## src/logic/exec_config.svh

```systemverilog
`ifndef EXEC_CONFIG_SVH
`define EXEC_CONFIG_SVH

// Issue slots on the way in, commit slots on the way out
`define ISSUE_WIDTH 2

// Threads per warp and physical ALU lanes
`define NUM_THREADS 4
`define NUM_LANES   2

`define NUM_WARPS   4

`define XLEN        32
`define UUID_WIDTH  8

// Register index width (32 architectural registers)
`define NR_BITS     5

// Derived widths
`define NW_WIDTH    ($clog2(`NUM_WARPS))

// Number of lane packets one instruction is split into
`define NUM_PKTS    (`NUM_THREADS / `NUM_LANES)

// Packet index width, one bit with four threads on two lanes
`define PID_WIDTH   ($clog2(`NUM_PKTS))

`endif

```

## src/logic/exec_pkg.sv

```systemverilog
`default_nettype none
`include "exec_config.svh"

package exec_pkg;

    // ALU opcodes, SLT compares as signed and returns 1 or 0
    typedef enum logic [2:0] {
        ADD = 3'd0,
        SUB = 3'd1,
        AND = 3'd2,
        OR  = 3'd3,
        XOR = 3'd4,
        SLT = 3'd5
    } alu_op_e;

    // Full warp instruction as presented by an issue slot
    typedef struct packed {
        logic [`UUID_WIDTH-1:0]                uuid;
        logic [`NW_WIDTH-1:0]                  wid;
        logic [`NUM_THREADS-1:0]               tmask;
        logic [`XLEN-1:0]                      pc;
        alu_op_e                               op;
        logic [`NR_BITS-1:0]                   rd;
        logic                                  wb;
        logic [`NUM_THREADS-1:0][`XLEN-1:0]    rs1;
        logic [`NUM_THREADS-1:0][`XLEN-1:0]    rs2;
    } issue_t;

    // One lane-wide slice of an instruction
    typedef struct packed {
        logic [`UUID_WIDTH-1:0]                uuid;
        logic [`NW_WIDTH-1:0]                  wid;
        logic [`NUM_LANES-1:0]                 tmask;
        logic [`XLEN-1:0]                      pc;
        alu_op_e                               op;
        logic [`NR_BITS-1:0]                   rd;
        logic                                  wb;
        logic [`NUM_LANES-1:0][`XLEN-1:0]      rs1;
        logic [`NUM_LANES-1:0][`XLEN-1:0]      rs2;
        logic [`PID_WIDTH-1:0]                 pid;
        logic                                  sop;
        logic                                  eop;
    } packet_t;

    // ALU result for one lane packet
    typedef struct packed {
        logic [`UUID_WIDTH-1:0]                uuid;
        logic [`NW_WIDTH-1:0]                  wid;
        logic [`NUM_LANES-1:0]                 tmask;
        logic [`XLEN-1:0]                      pc;
        logic                                  wb;
        logic [`NR_BITS-1:0]                   rd;
        logic [`NUM_LANES-1:0][`XLEN-1:0]      data;
        logic [`PID_WIDTH-1:0]                 pid;
        logic                                  sop;
        logic                                  eop;
    } lane_commit_t;

    // Commit widened back to thread width, pid is always zero here
    typedef struct packed {
        logic [`UUID_WIDTH-1:0]                uuid;
        logic [`NW_WIDTH-1:0]                  wid;
        logic [`NUM_THREADS-1:0]               tmask;
        logic [`XLEN-1:0]                      pc;
        logic                                  wb;
        logic [`NR_BITS-1:0]                   rd;
        logic [`NUM_THREADS-1:0][`XLEN-1:0]    data;
        logic [`PID_WIDTH-1:0]                 pid;
        logic                                  sop;
        logic                                  eop;
    } commit_t;

endpackage

`default_nettype wire

```

## src/logic/elastic_buffer.sv

```systemverilog
`default_nettype none

module elastic_buffer #(
    parameter int DATAW = 32
) (
    input  wire              clk,
    input  wire              rst,
    input  wire              valid_in,
    input  wire  [DATAW-1:0] data_in,
    output logic             ready_in,
    output logic             valid_out,
    output logic [DATAW-1:0] data_out,
    input  wire              ready_out
);
    logic             out_valid_r;
    logic [DATAW-1:0] out_data_r;
    logic             skid_valid_r;
    logic [DATAW-1:0] skid_data_r;
    logic             out_load;
    logic             in_fire;

    // Output register is free when empty or drained this cycle
    assign out_load = !out_valid_r || ready_out;

    // Only the skid slot decides ready, so there is no path from ready_out
    assign ready_in = !skid_valid_r;
    assign in_fire  = valid_in && ready_in;

    always_ff @(posedge clk) begin
        if (rst) begin
            out_valid_r  <= 1'b0;
            skid_valid_r <= 1'b0;
        end else begin
            if (out_load) begin
                out_valid_r <= skid_valid_r || in_fire;
            end
            // The skid entry fills when a word arrives behind a stalled output
            if (out_load) begin
                skid_valid_r <= 1'b0;
            end else if (in_fire) begin
                skid_valid_r <= 1'b1;
            end
        end
    end

    always_ff @(posedge clk) begin
        if (out_load) begin
            out_data_r <= skid_valid_r ? skid_data_r : data_in;
        end
        if (in_fire && !out_load) begin
            skid_data_r <= data_in;
        end
    end

    assign valid_out = out_valid_r;
    assign data_out  = out_data_r;

    a_hold_stable: assert property (
        @(posedge clk) disable iff (rst)
        (valid_out && !ready_out) |=> (valid_out && $stable(data_out))
    ) else $error("elastic_buffer: output changed while stalled");

endmodule

`default_nettype wire

```

## src/logic/lane_dispatcher.sv

```systemverilog
`default_nettype none
`include "exec_config.svh"

module lane_dispatcher (
    input  wire                                      clk,
    input  wire                                      rst,
    input  wire  [`ISSUE_WIDTH-1:0]                  issue_valid,
    input  wire  exec_pkg::issue_t [`ISSUE_WIDTH-1:0] issue_data,
    output logic [`ISSUE_WIDTH-1:0]                  issue_ready,
    output logic                                     pkt_valid,
    output exec_pkg::packet_t                        pkt,
    input  wire                                      pkt_ready
);
    import exec_pkg::*;

    localparam int SLOT_W = (`ISSUE_WIDTH > 1) ? $clog2(`ISSUE_WIDTH) : 1;
    localparam int PID_W  = `PID_WIDTH;
    localparam logic [PID_W-1:0] LAST_PID = PID_W'(`NUM_PKTS - 1);

    logic [SLOT_W-1:0] rr_ptr;
    logic [SLOT_W-1:0] lock_slot;
    logic [PID_W-1:0]  pid_r;
    logic              locked;
    logic [SLOT_W-1:0] pick_slot;
    logic              pick_found;
    logic [SLOT_W-1:0] sel_slot;
    logic              is_eop;
    logic              pkt_fire;
    issue_t            sel_issue;

    function automatic logic [SLOT_W-1:0] next_slot(input logic [SLOT_W-1:0] slot);
        if (slot == SLOT_W'(`ISSUE_WIDTH - 1)) begin
            return '0;
        end
        return slot + 1'b1;
    endfunction

    // A slot stays locked while any of its packets is still outstanding
    assign locked = (pid_r != '0);

    // Round-robin search starting at the pointer
    always_comb begin
        logic [SLOT_W-1:0] idx;
        idx        = rr_ptr;
        pick_slot  = rr_ptr;
        pick_found = 1'b0;
        for (int k = 0; k < `ISSUE_WIDTH; k++) begin
            if (!pick_found && issue_valid[idx]) begin
                pick_slot  = idx;
                pick_found = 1'b1;
            end
            idx = next_slot(idx);
        end
    end

    assign sel_slot  = locked ? lock_slot : pick_slot;
    assign sel_issue = issue_data[sel_slot];
    assign pkt_valid = locked ? issue_valid[lock_slot] : pick_found;
    assign is_eop    = (pid_r == LAST_PID);
    assign pkt_fire  = pkt_valid && pkt_ready;

    // The instruction is only consumed with its last packet
    always_comb begin
        issue_ready = '0;
        issue_ready[sel_slot] = pkt_fire && is_eop;
    end

    // Slice the thread mask and operands by packet index
    always_comb begin
        pkt.uuid = sel_issue.uuid;
        pkt.wid  = sel_issue.wid;
        pkt.pc   = sel_issue.pc;
        pkt.op   = sel_issue.op;
        pkt.rd   = sel_issue.rd;
        pkt.wb   = sel_issue.wb;
        for (int j = 0; j < `NUM_LANES; j++) begin
            pkt.tmask[j] = sel_issue.tmask[int'(pid_r) * `NUM_LANES + j];
            pkt.rs1[j]   = sel_issue.rs1[int'(pid_r) * `NUM_LANES + j];
            pkt.rs2[j]   = sel_issue.rs2[int'(pid_r) * `NUM_LANES + j];
        end
        pkt.pid = pid_r;
        pkt.sop = (pid_r == '0);
        pkt.eop = is_eop;
    end

    always_ff @(posedge clk) begin
        if (rst) begin
            rr_ptr    <= '0;
            lock_slot <= '0;
            pid_r     <= '0;
        end else if (pkt_fire) begin
            if (is_eop) begin
                pid_r  <= '0;
                // next grant prefers the slot after the one just served
                rr_ptr <= next_slot(sel_slot);
            end else begin
                pid_r     <= pid_r + 1'b1;
                lock_slot <= sel_slot;
            end
        end
    end

    // Commit routing relies on the warp id matching the issue slot
    for (genvar g = 0; g < `ISSUE_WIDTH; g++) begin : g_wid_chk
        a_wid_slot: assert property (
            @(posedge clk) disable iff (rst)
            issue_valid[g] |-> ((int'(issue_data[g].wid) % `ISSUE_WIDTH) == g)
        ) else $error("lane_dispatcher: wid does not map to slot %0d", g);
    end

    a_lock_hold: assert property (
        @(posedge clk) disable iff (rst)
        locked |-> issue_valid[lock_slot]
    ) else $error("lane_dispatcher: locked slot dropped valid");

endmodule

`default_nettype wire

```

## src/logic/lane_alu.sv

```systemverilog
`default_nettype none
`include "exec_config.svh"

module lane_alu (
    input  wire                    clk,
    input  wire                    rst,
    input  wire                    pkt_valid,
    input  wire exec_pkg::packet_t pkt,
    output logic                   pkt_ready,
    output logic                   out_valid,
    output exec_pkg::lane_commit_t out,
    input  wire                    out_ready
);
    import exec_pkg::*;

    logic [`NUM_LANES-1:0][`XLEN-1:0] result;
    logic                             pkt_fire;

    function automatic logic [`XLEN-1:0] alu_eval(
        input alu_op_e          op,
        input logic [`XLEN-1:0] a,
        input logic [`XLEN-1:0] b
    );
        logic lt;
        lt = ($signed(a) < $signed(b));
        case (op)
            ADD:     return a + b;
            SUB:     return a - b;
            AND:     return a & b;
            OR:      return a | b;
            XOR:     return a ^ b;
            SLT:     return {{(`XLEN-1){1'b0}}, lt};
            default: return '0;
        endcase
    endfunction

    // Stage accepts when its register is empty or emptying
    assign pkt_ready = !out_valid || out_ready;
    assign pkt_fire  = pkt_valid && pkt_ready;

    // Every lane is evaluated, the mask only marks which results count
    always_comb begin
        for (int j = 0; j < `NUM_LANES; j++) begin
            result[j] = alu_eval(pkt.op, pkt.rs1[j], pkt.rs2[j]);
        end
    end

    always_ff @(posedge clk) begin
        if (rst) begin
            out_valid <= 1'b0;
        end else if (pkt_ready) begin
            out_valid <= pkt_valid;
        end
    end

    always_ff @(posedge clk) begin
        if (pkt_fire) begin
            out.uuid  <= pkt.uuid;
            out.wid   <= pkt.wid;
            out.tmask <= pkt.tmask;
            out.pc    <= pkt.pc;
            out.wb    <= pkt.wb;
            out.rd    <= pkt.rd;
            out.data  <= result;
            out.pid   <= pkt.pid;
            out.sop   <= pkt.sop;
            out.eop   <= pkt.eop;
        end
    end

    a_out_hold: assert property (
        @(posedge clk) disable iff (rst)
        (out_valid && !out_ready) |=> (out_valid && $stable(out))
    ) else $error("lane_alu: result changed while stalled");

endmodule

`default_nettype wire

```

## src/logic/commit_gather.sv

```systemverilog
`default_nettype none
`include "exec_config.svh"

module commit_gather #(
    parameter int BLOCK_SIZE = 1
) (
    input  wire                                          clk,
    input  wire                                          rst,
    input  wire  [BLOCK_SIZE-1:0]                        in_valid,
    input  wire  exec_pkg::lane_commit_t [BLOCK_SIZE-1:0] in_data,
    output logic [BLOCK_SIZE-1:0]                        in_ready,
    output logic [`ISSUE_WIDTH-1:0]                      commit_valid,
    output exec_pkg::commit_t [`ISSUE_WIDTH-1:0]         commit_data,
    input  wire  [`ISSUE_WIDTH-1:0]                      commit_ready
);
    import exec_pkg::*;

    localparam int SLOT_W = (`ISSUE_WIDTH > 1) ? $clog2(`ISSUE_WIDTH) : 1;
    localparam int LC_W   = $bits(lane_commit_t);

    logic [BLOCK_SIZE-1:0][SLOT_W-1:0] in_slot;
    logic [`ISSUE_WIDTH-1:0]           buf_valid;
    lane_commit_t [`ISSUE_WIDTH-1:0]   buf_data;
    logic [`ISSUE_WIDTH-1:0]           buf_ready;

    // Target slot per input block
    for (genvar i = 0; i < BLOCK_SIZE; i++) begin : g_slot_map
        if (BLOCK_SIZE == `ISSUE_WIDTH) begin : g_direct
            // One block per slot, the block index is the slot
            assign in_slot[i] = SLOT_W'(i);
        end else begin : g_by_wid
            assign in_slot[i] = in_data[i].wid[SLOT_W-1:0];
        end
        // Only the buffer this packet is headed for can stall it
        assign in_ready[i] = buf_ready[in_slot[i]];
    end

    always_comb begin
        buf_valid = '0;
        buf_data  = '0;
        for (int i = 0; i < BLOCK_SIZE; i++) begin
            buf_valid[in_slot[i]] = in_valid[i];
            buf_data[in_slot[i]]  = in_data[i];
        end
    end

    for (genvar s = 0; s < `ISSUE_WIDTH; s++) begin : g_slot
        lane_commit_t                     head;
        logic [`NUM_THREADS-1:0]          wide_tmask;
        logic [`NUM_THREADS-1:0][`XLEN-1:0] wide_data;
        commit_t                          wide;

        elastic_buffer #(
            .DATAW (LC_W)
        ) u_buf (
            .clk       (clk),
            .rst       (rst),
            .valid_in  (buf_valid[s]),
            .data_in   (buf_data[s]),
            .ready_in  (buf_ready[s]),
            .valid_out (commit_valid[s]),
            .data_out  (head),
            .ready_out (commit_ready[s])
        );

        // Lanes land at thread pid * NUM_LANES onward, all other threads stay clear
        always_comb begin
            wide_tmask = '0;
            wide_data  = '0;
            for (int j = 0; j < `NUM_LANES; j++) begin
                wide_tmask[int'(head.pid) * `NUM_LANES + j] = head.tmask[j];
                wide_data[int'(head.pid) * `NUM_LANES + j]  = head.data[j];
            end
        end

        always_comb begin
            wide.uuid  = head.uuid;
            wide.wid   = head.wid;
            wide.tmask = wide_tmask;
            wide.pc    = head.pc;
            wide.wb    = head.wb;
            wide.rd    = head.rd;
            wide.data  = wide_data;
            // The commit is already thread-wide.
            wide.pid   = '0;
            wide.sop   = head.sop;
            wide.eop   = head.eop;
        end

        assign commit_data[s] = wide;
    end

endmodule

`default_nettype wire

```

## src/logic/exec_slice.sv

```systemverilog
`default_nettype none
`include "exec_config.svh"

module exec_slice (
    input  wire                                       clk,
    input  wire                                       rst,
    input  wire  [`ISSUE_WIDTH-1:0]                   issue_valid,
    input  wire  exec_pkg::issue_t [`ISSUE_WIDTH-1:0] issue_data,
    output logic [`ISSUE_WIDTH-1:0]                   issue_ready,
    output logic [`ISSUE_WIDTH-1:0]                   commit_valid,
    output exec_pkg::commit_t [`ISSUE_WIDTH-1:0]      commit_data,
    input  wire  [`ISSUE_WIDTH-1:0]                   commit_ready
);
    import exec_pkg::*;

    // Dispatcher to ALU
    logic         pkt_valid;
    packet_t      pkt;
    logic         pkt_ready;

    // ALU to gather stage
    logic         lc_valid;
    lane_commit_t lane_commit;
    logic         lc_ready;

    lane_dispatcher u_dispatch (
        .clk         (clk),
        .rst         (rst),
        .issue_valid (issue_valid),
        .issue_data  (issue_data),
        .issue_ready (issue_ready),
        .pkt_valid   (pkt_valid),
        .pkt         (pkt),
        .pkt_ready   (pkt_ready)
    );

    lane_alu u_alu (
        .clk       (clk),
        .rst       (rst),
        .pkt_valid (pkt_valid),
        .pkt       (pkt),
        .pkt_ready (pkt_ready),
        .out_valid (lc_valid),
        .out       (lane_commit),
        .out_ready (lc_ready)
    );

    // Single ALU block, so slots are told apart by warp id
    commit_gather #(
        .BLOCK_SIZE (1)
    ) u_gather (
        .clk          (clk),
        .rst          (rst),
        .in_valid     (lc_valid),
        .in_data      (lane_commit),
        .in_ready     (lc_ready),
        .commit_valid (commit_valid),
        .commit_data  (commit_data),
        .commit_ready (commit_ready)
    );

endmodule

`default_nettype wire

```

## config.mk

```make
export PLATFORM = sky130hd
export DESIGN_NAME = exec_slice
export DESIGN_NICKNAME = d
export VERILOG_FILES = /design/src/logic/exec_pkg.sv /design/src/logic/elastic_buffer.sv /design/src/logic/lane_dispatcher.sv /design/src/logic/lane_alu.sv /design/src/logic/commit_gather.sv /design/src/logic/exec_slice.sv
export VERILOG_INCLUDE_DIRS = /design/src /design/src/logic
export SDC_FILE = /design/constraint.sdc
export NUM_CORES = 2
export LEC_CHECK = 0
export BUFFER_PORTS_ARGS = -buffer_cell sky130_fd_sc_hd__buf_2
export CORE_AREA = 5 5 385 387
export DETAILED_ROUTE_END_ITERATION = 7
export DIE_AREA = 0 0 390 392
export GPL_TIMING_DRIVEN = 1
export HOLD_SLACK_MARGIN = 0.15
export MAX_ROUTING_LAYER = met4
export PLACE_DENSITY = 0.53
export SYNTH_ARGS = -nofsm -noshare
export SYNTH_HDL_FRONTEND = slang
export SYNTH_SLANG_ARGS = --single-unit
```

## constraint.sdc

```tcl
create_clock -name clk -period 36 [get_ports clk]
set_input_delay 5.4 -clock clk [delete_from_list [all_inputs] [get_ports clk]]
set_output_delay 5.4 -clock clk [all_outputs]
set_load 0.05 [all_outputs]
```

# After elaboration in Yosys (flattened, before gate mapping)
# Cells that the tools add are included.
[classes]
n_addsub = 10
mux = 70
order_cmp = 19
reduce_logical = 31
n_bitwise = 14
div_mod_pow = 0
n_mul = 0
eq_ne = 5
shift = 0
[ops]
columns = ["cell", "n"]
rows = [
  ["$mux W311", 2],
  ["$mux W32", 12],
  ["$pmux W32 S6", 2],
  ["$mux W117", 3],
  ["$and A128 B96 Y128", 2],
  ["$bwmux W128", 2],
  ["$and A234 B234 Y234", 1],
  ["$bmux W32 S2", 2],
  ["$demux W32 S2", 2],
  ["$demux W117 S1", 1],
  ["$lt A32 B4 Y1 const B", 3],
  ["$add A32 B32 Y32", 2],
  ["$and A32 B32 Y32", 2],
  ["$demux W32 S1", 2],
  ["$ge A32 B1 Y1 const B", 2],
  ["$lt A32 B32 Y1", 2],
  ["$or A32 B32 Y32", 2],
  ["$sub A32 B32 Y32", 2],
  ["$xor A32 B32 Y32", 2],
  ["$mux W1", 33],
  ["$logic_and A1 B1 Y1", 13],
  ["$lt A1 B2 Y1 const B", 5],
  ["$add A2 B1 Y3 const B", 3],
  ["$lt A2 B3 Y1 const B", 3],
  ["other kinds (18)", 44],
]
[totals]
word_cells = 171
ram_bits = 0
regBits = 592
latch_bits = 0
romBits = 0
memories = 0

# Longest topological paths before layout
[logic_depth]
depth_word = 14
mapped_depth = 23
mapped_depth_nobuf = 20

# Modules after synthesis
# Synthesis repeated with hierarchy kept, for this count alone.
[hier_totals]
hier_cells = 4057
area_unflattened_um2 = 42233.0
[by_module_without_submodules]
columns = ["mod", "instances", "seq_area_each_um2", "area_per_inst_um2", "cells_per_inst"]
rows = [
  ["elastic_buffer", 2, 7066.8, 8549.4, 372],
  ["lane_alu", 1, 3533.4, 13420.4, 1658],
  ["lane_dispatcher", 1, 60.1, 8259.2, 1099],
  ["commit_gather", 1, 0.0, 3454.6, 556],
]

# Worst setup path after synthesis
# Ideal clock, no wire load.
[synth_path]
path_type = "input-to-reg"
startpoint = "in commit_ready[1]"
endpoint = "reg u_gather.g_slot[1].u_buf.skid_data_r[100] (enable)"
path_stages = 2
setup_ps = 916
path_buffers = 0
required_ps = 35084
setup_slack_ps = 14640
arrival_time_ps = 20444
cell_sequence = "nand2b_1 > nor4b_1"
[synth_via]
elab_chain_len = 3
[synth_rtl]
columns = ["element", "line", "rtl"]
rows = [
  ["start: declaration", "exec_slice.sv:12", "input wire [`ISSUE_WIDTH-1:0] commit_ready"],
  ["$logic_or A1 B1 Y1", "elastic_buffer.sv:23", "assign out_load = !out_valid_r || ready_out;"],
  ["$logic_not A1 Y1", "elastic_buffer.sv:50", "if (in_fire && !out_load) begin"],
  ["$logic_and A1 B1 Y1", "elastic_buffer.sv:50", ""],
  ["end signal: assignment", "elastic_buffer.sv:51", "skid_data_r <= data_in;"],
  ["end: declaration", "elastic_buffer.sv:18", "logic [DATAW-1:0] skid_data_r;"],
]
# No other way between the ends.
# A chain may end at the register's enable or synchronous reset.

# Worst setup path after layout
[layout_path]
startpoint = "in issue_valid[1]"
endpoint = "out issue_ready[0]"
[layout_lines]
columns = ["element", "line", "rtl"]
rows = [
  ["start: declaration", "exec_slice.sv:7", "input wire [`ISSUE_WIDTH-1:0] issue_valid,"],
  ["$mux W1 (implied by the code) (2 in series)", "lane_dispatcher.sv:48", "if (!pick_found && issue_valid[idx]) begin"],
  ["$mux W1", "lane_dispatcher.sv:48", ""],
  ["$logic_not A1 Y1", "lane_dispatcher.sv:48", ""],
  ["$logic_and A1 B1 Y1", "lane_dispatcher.sv:48", ""],
  ["$mux W1", "lane_dispatcher.sv:48", ""],
  ["$mux W1 *", "lane_dispatcher.sv:58", "assign pkt_valid = locked ? issue_valid[lock_slot] : pick_found;"],
  ["$logic_and A1 B1 Y1 *", "n/a", ""],
  ["net u_alu.pkt_fire", "lane_alu.sv:17", "logic pkt_fire;"],
  ["$logic_and A1 B1 Y1 *", "lane_dispatcher.sv:65", "issue_ready[sel_slot] = pkt_fire && is_eop;"],
  ["$and A2 B2 Y2 (no source line) *", "n/a", ""],
  ["end: declaration", "exec_slice.sv:9", "output logic [`ISSUE_WIDTH-1:0] issue_ready,"],
]
# The timed path passes the listed nets; every way through them passes the cells marked *. The select of a mux whose other input is x is not followed.

==> reports/results.ini <==
[setup_path]
crit_top_cell=buf_2
arrival_ps=7340
cpMaxStageDelayCell=buf_12
worst_path_dominant_cell_family=buffers and inverters
cp_max_fo=118
worstPathRequired_ps=30600
worst-path-buf-inv=4
worstSetupStartpoint=issue_valid[1]
cp_cell_sequence=buf_2, mux2i_1, a21oi_1, inv_1, a21oi_4, buf_12, nand2_1, nor2_1, buf_2
crit_type=in -> out
rr_startpoint=u_dispatch.is_eop
start_kind=input pin
critical-path-max-stage-delay_ps=550
endpoint_kind=output pin

[detailed_routing]
post_drt_via_cell_ratio=4.81
dr.pass1.iters=6
drtIter0Drc=2256
drc_errors=0
via_count=31700
ant_nets=0
wl_per_cell_um=25.0
totalWireLength_mm=165

[final_layout]
syn_to_final_growth_pct=21.6
multi_input_area_mm2=0.0193
fillers=15000
seq_area_mm2=0.0175
layout-drive-gt1-share=0.309
num-nets-final=5429
fin_util=0.330

[sta]
finClkSkew_ps=29.3
fin_hold_ws_ps=525
rsz0062_at_grt=false
drv_slew=0
fmax_ghz=0.0785
tns_ps=0
tightest_slew_ps=1150
fin_crit_ps=12740
relSlewSlack=0.228
fin_crit_sh=0.354
setup_viol=0
hold_violations=0
setup_slack_ps=23260

[power]
pwr-share-comb=0.399
p_leak_nw=20.8
p_total_mw=2.74
worst_ir_drop_vdd_uv=34.3
pwr_density_cell_mw_per_mm2=57.5
p_sw_mw=1.10
swShare=0.403
p_seq_frac=0.346
clkPwrFrac=0.255
intPower_mw=1.63

[yosys]
ys_seq_elements=586
synth.area.top_cells=edfxtp_1 44%, mux2i_1 6.8%, mux2_2 6.8%, ha_1 6.1%, and2_1 5.6%
synth_top_area_frac=0.443
synth_top_flop_cell=edfxtp_1
async_flop_share=0
synth.most_common_cell=edfxtp_1
yosysWarnings=0
synth_cells=3830
yosysUniqueCellTypes=98
synth_area_leader_cell=edfxtp_1
synth_edf_count=578
yosysSeqAreaShare=0.447
synth_area_per_cell_um2=10.2
synthesis.area_mm2=0.0392
ys_top_cells_by_count=578 x edfxtp_1, 535 x nand2_1, 348 x and2_1

[floorplan]
start_util=0.271
core_area_mm2=0.145
num_io_pins=998
die_w_um=390
dieHeight_um=392
die_area_mm2=0.153
rows=140

[clock_tree]
cts-root-buf=clkbuf_16
clock_latency_ps=650
cts_buffers=68
clockBufferDepth=3
cts_resized=0
holdBufCountCts=0
cts_tree=built
postCtsSetupRepairBufs=0
cts.sinks=586
htree_levels=3
clk_pin_slew_ps=60

[run_status]
status=finished clean

[global_routing]
grt_max_degree=119
grt_pass1_wl_mm=227
grt_overflow=0
antenna_found_initial=63
grt_pass1_vias=31200
track_usage=0.211

[min_path]
hp-start=u_dispatch.rr_ptr
hold_path.class=reg -> reg

[place]
gp_congestion=0.970
dp_hpwl_mm=129
numPortBuffers=994
pre_cts_slack_ps=23160

[flow_run]
drv_cap=0

-- metal layers --
| layer | share of wire | vias up | global-route usage |
|---|---|---|---|
| met4 | 0.037 | 0 | 0.0754 |
| li1 | - | 14900 | - |
| met5 | 0 | - | - |
| met1 | 0.44 | 15400 | 0.272 |
| met3 | 0.057 | 237 | 0.0289 |
| met2 | 0.47 | 1225 | 0.341 |
-- worst paths after layout --
check	end	slack (ps)	cells past startpoint
worst max-delay path	issue_ready[0]	23260	9
worst min-delay path	u_dispatch.rr_ptr	520	2
worst max register to register	u_alu.out[66]	29740	18
worst min register to register	u_dispatch.rr_ptr	520	2
-- power groups by stage --
stage	Sequential, mW	Combinational [mW]	Clock, mW
after floorplan	0.906	0.802	0
after global placement	0.965	1.08	0
after detailed placement	0.966	1.09	0
after CTS	0.952	1.09	0.723
after global routing	0.959	1.17	0.749
final	0.947	1.09	0.698
-- cells in the final DEF (no fill, tap or decap), types with 48 or more instances in the layout --
cell / instances
mux2i_1: 265
ha_1: 192
buf_2: 994
mux2_2: 235
nor2b_1: 257
and2_1: 347
inv_1: 184
buf_4: 48
o21ai_0: 89
a21oi_1: 146
nand2_1: 535
edfxtp_1: 578
nor2_1: 106
clkbuf_16: 68
-- through the flow --
step,cell area [um2],std cells
floorplan,39200,3832
global placement,45300,6452
detailed placement,45300,6452
CTS,47600,6572
global route,47600,6595
finish,47600,6599
-- worst reg2reg max path, cell delays in order, from the launching register on --
cell and delay (ps):
dfxtp_4 400, inv_6 390, and2_4 510, buf_4 780, mux2i_1 330, nand2_1 70, nand2_1 120, inv_1 60
ha_1 560, nor2b_1 140, nor4_1 570, o2111ai_1 210, a21oi_1 350, or3_1 250, nand2_1 140, o31ai_1 600
o2bb2ai_1 140, or4_1 420, nand3_1 80
-- kinds of logic after synthesis --
family / count (synthesis) / share of synthesized area
AOI/OAI and AO/OA: 577 / 0.101
xor gates and xnor gates: 35 / 0.00783
adders and majority gates: 197 / 0.0637
buffers and inverters: 531 / 0.0623
DFF: 586 / 0.447
muxes: 505 / 0.137
other: 1 / 0.0000957
and+or+nand+nor: 1398 / 0.182
-- flip-flops by register name (all words and copies together) (netlist names) --
| name | flops |
|---|---|
| u_gather.g_slot.u_buf.skid_valid_r | 2 |
| u_gather.g_slot.u_buf.valid_out | 2 |
| u_dispatch.is_eop | 1 |
| u_gather.g_slot.u_buf.skid_data_r | 231 |
| u_dispatch.lock_slot | 1 |
| u_gather.g_slot.u_buf.data_out | 231 |
| u_dispatch.rr_ptr | 1 |
| u_alu.out_valid | 1 |
| u_alu.out | 116 |
-- cell type report --
type | count | share of cell area
Multi-Input combinational cell | 2715 | 0.405
Sequential cell | 586 | 0.368
Timing Repair Buffer | 1044 | 0.113
Tap cell | 1917 | 0.0504
Clock buffer | 80 | 0.0371
Inverter | 190 | 0.0151
Clock inverter | 40 | 0.00969
Antenna cell | 27 | 0.00142
(Power assumes the default switching activity.)
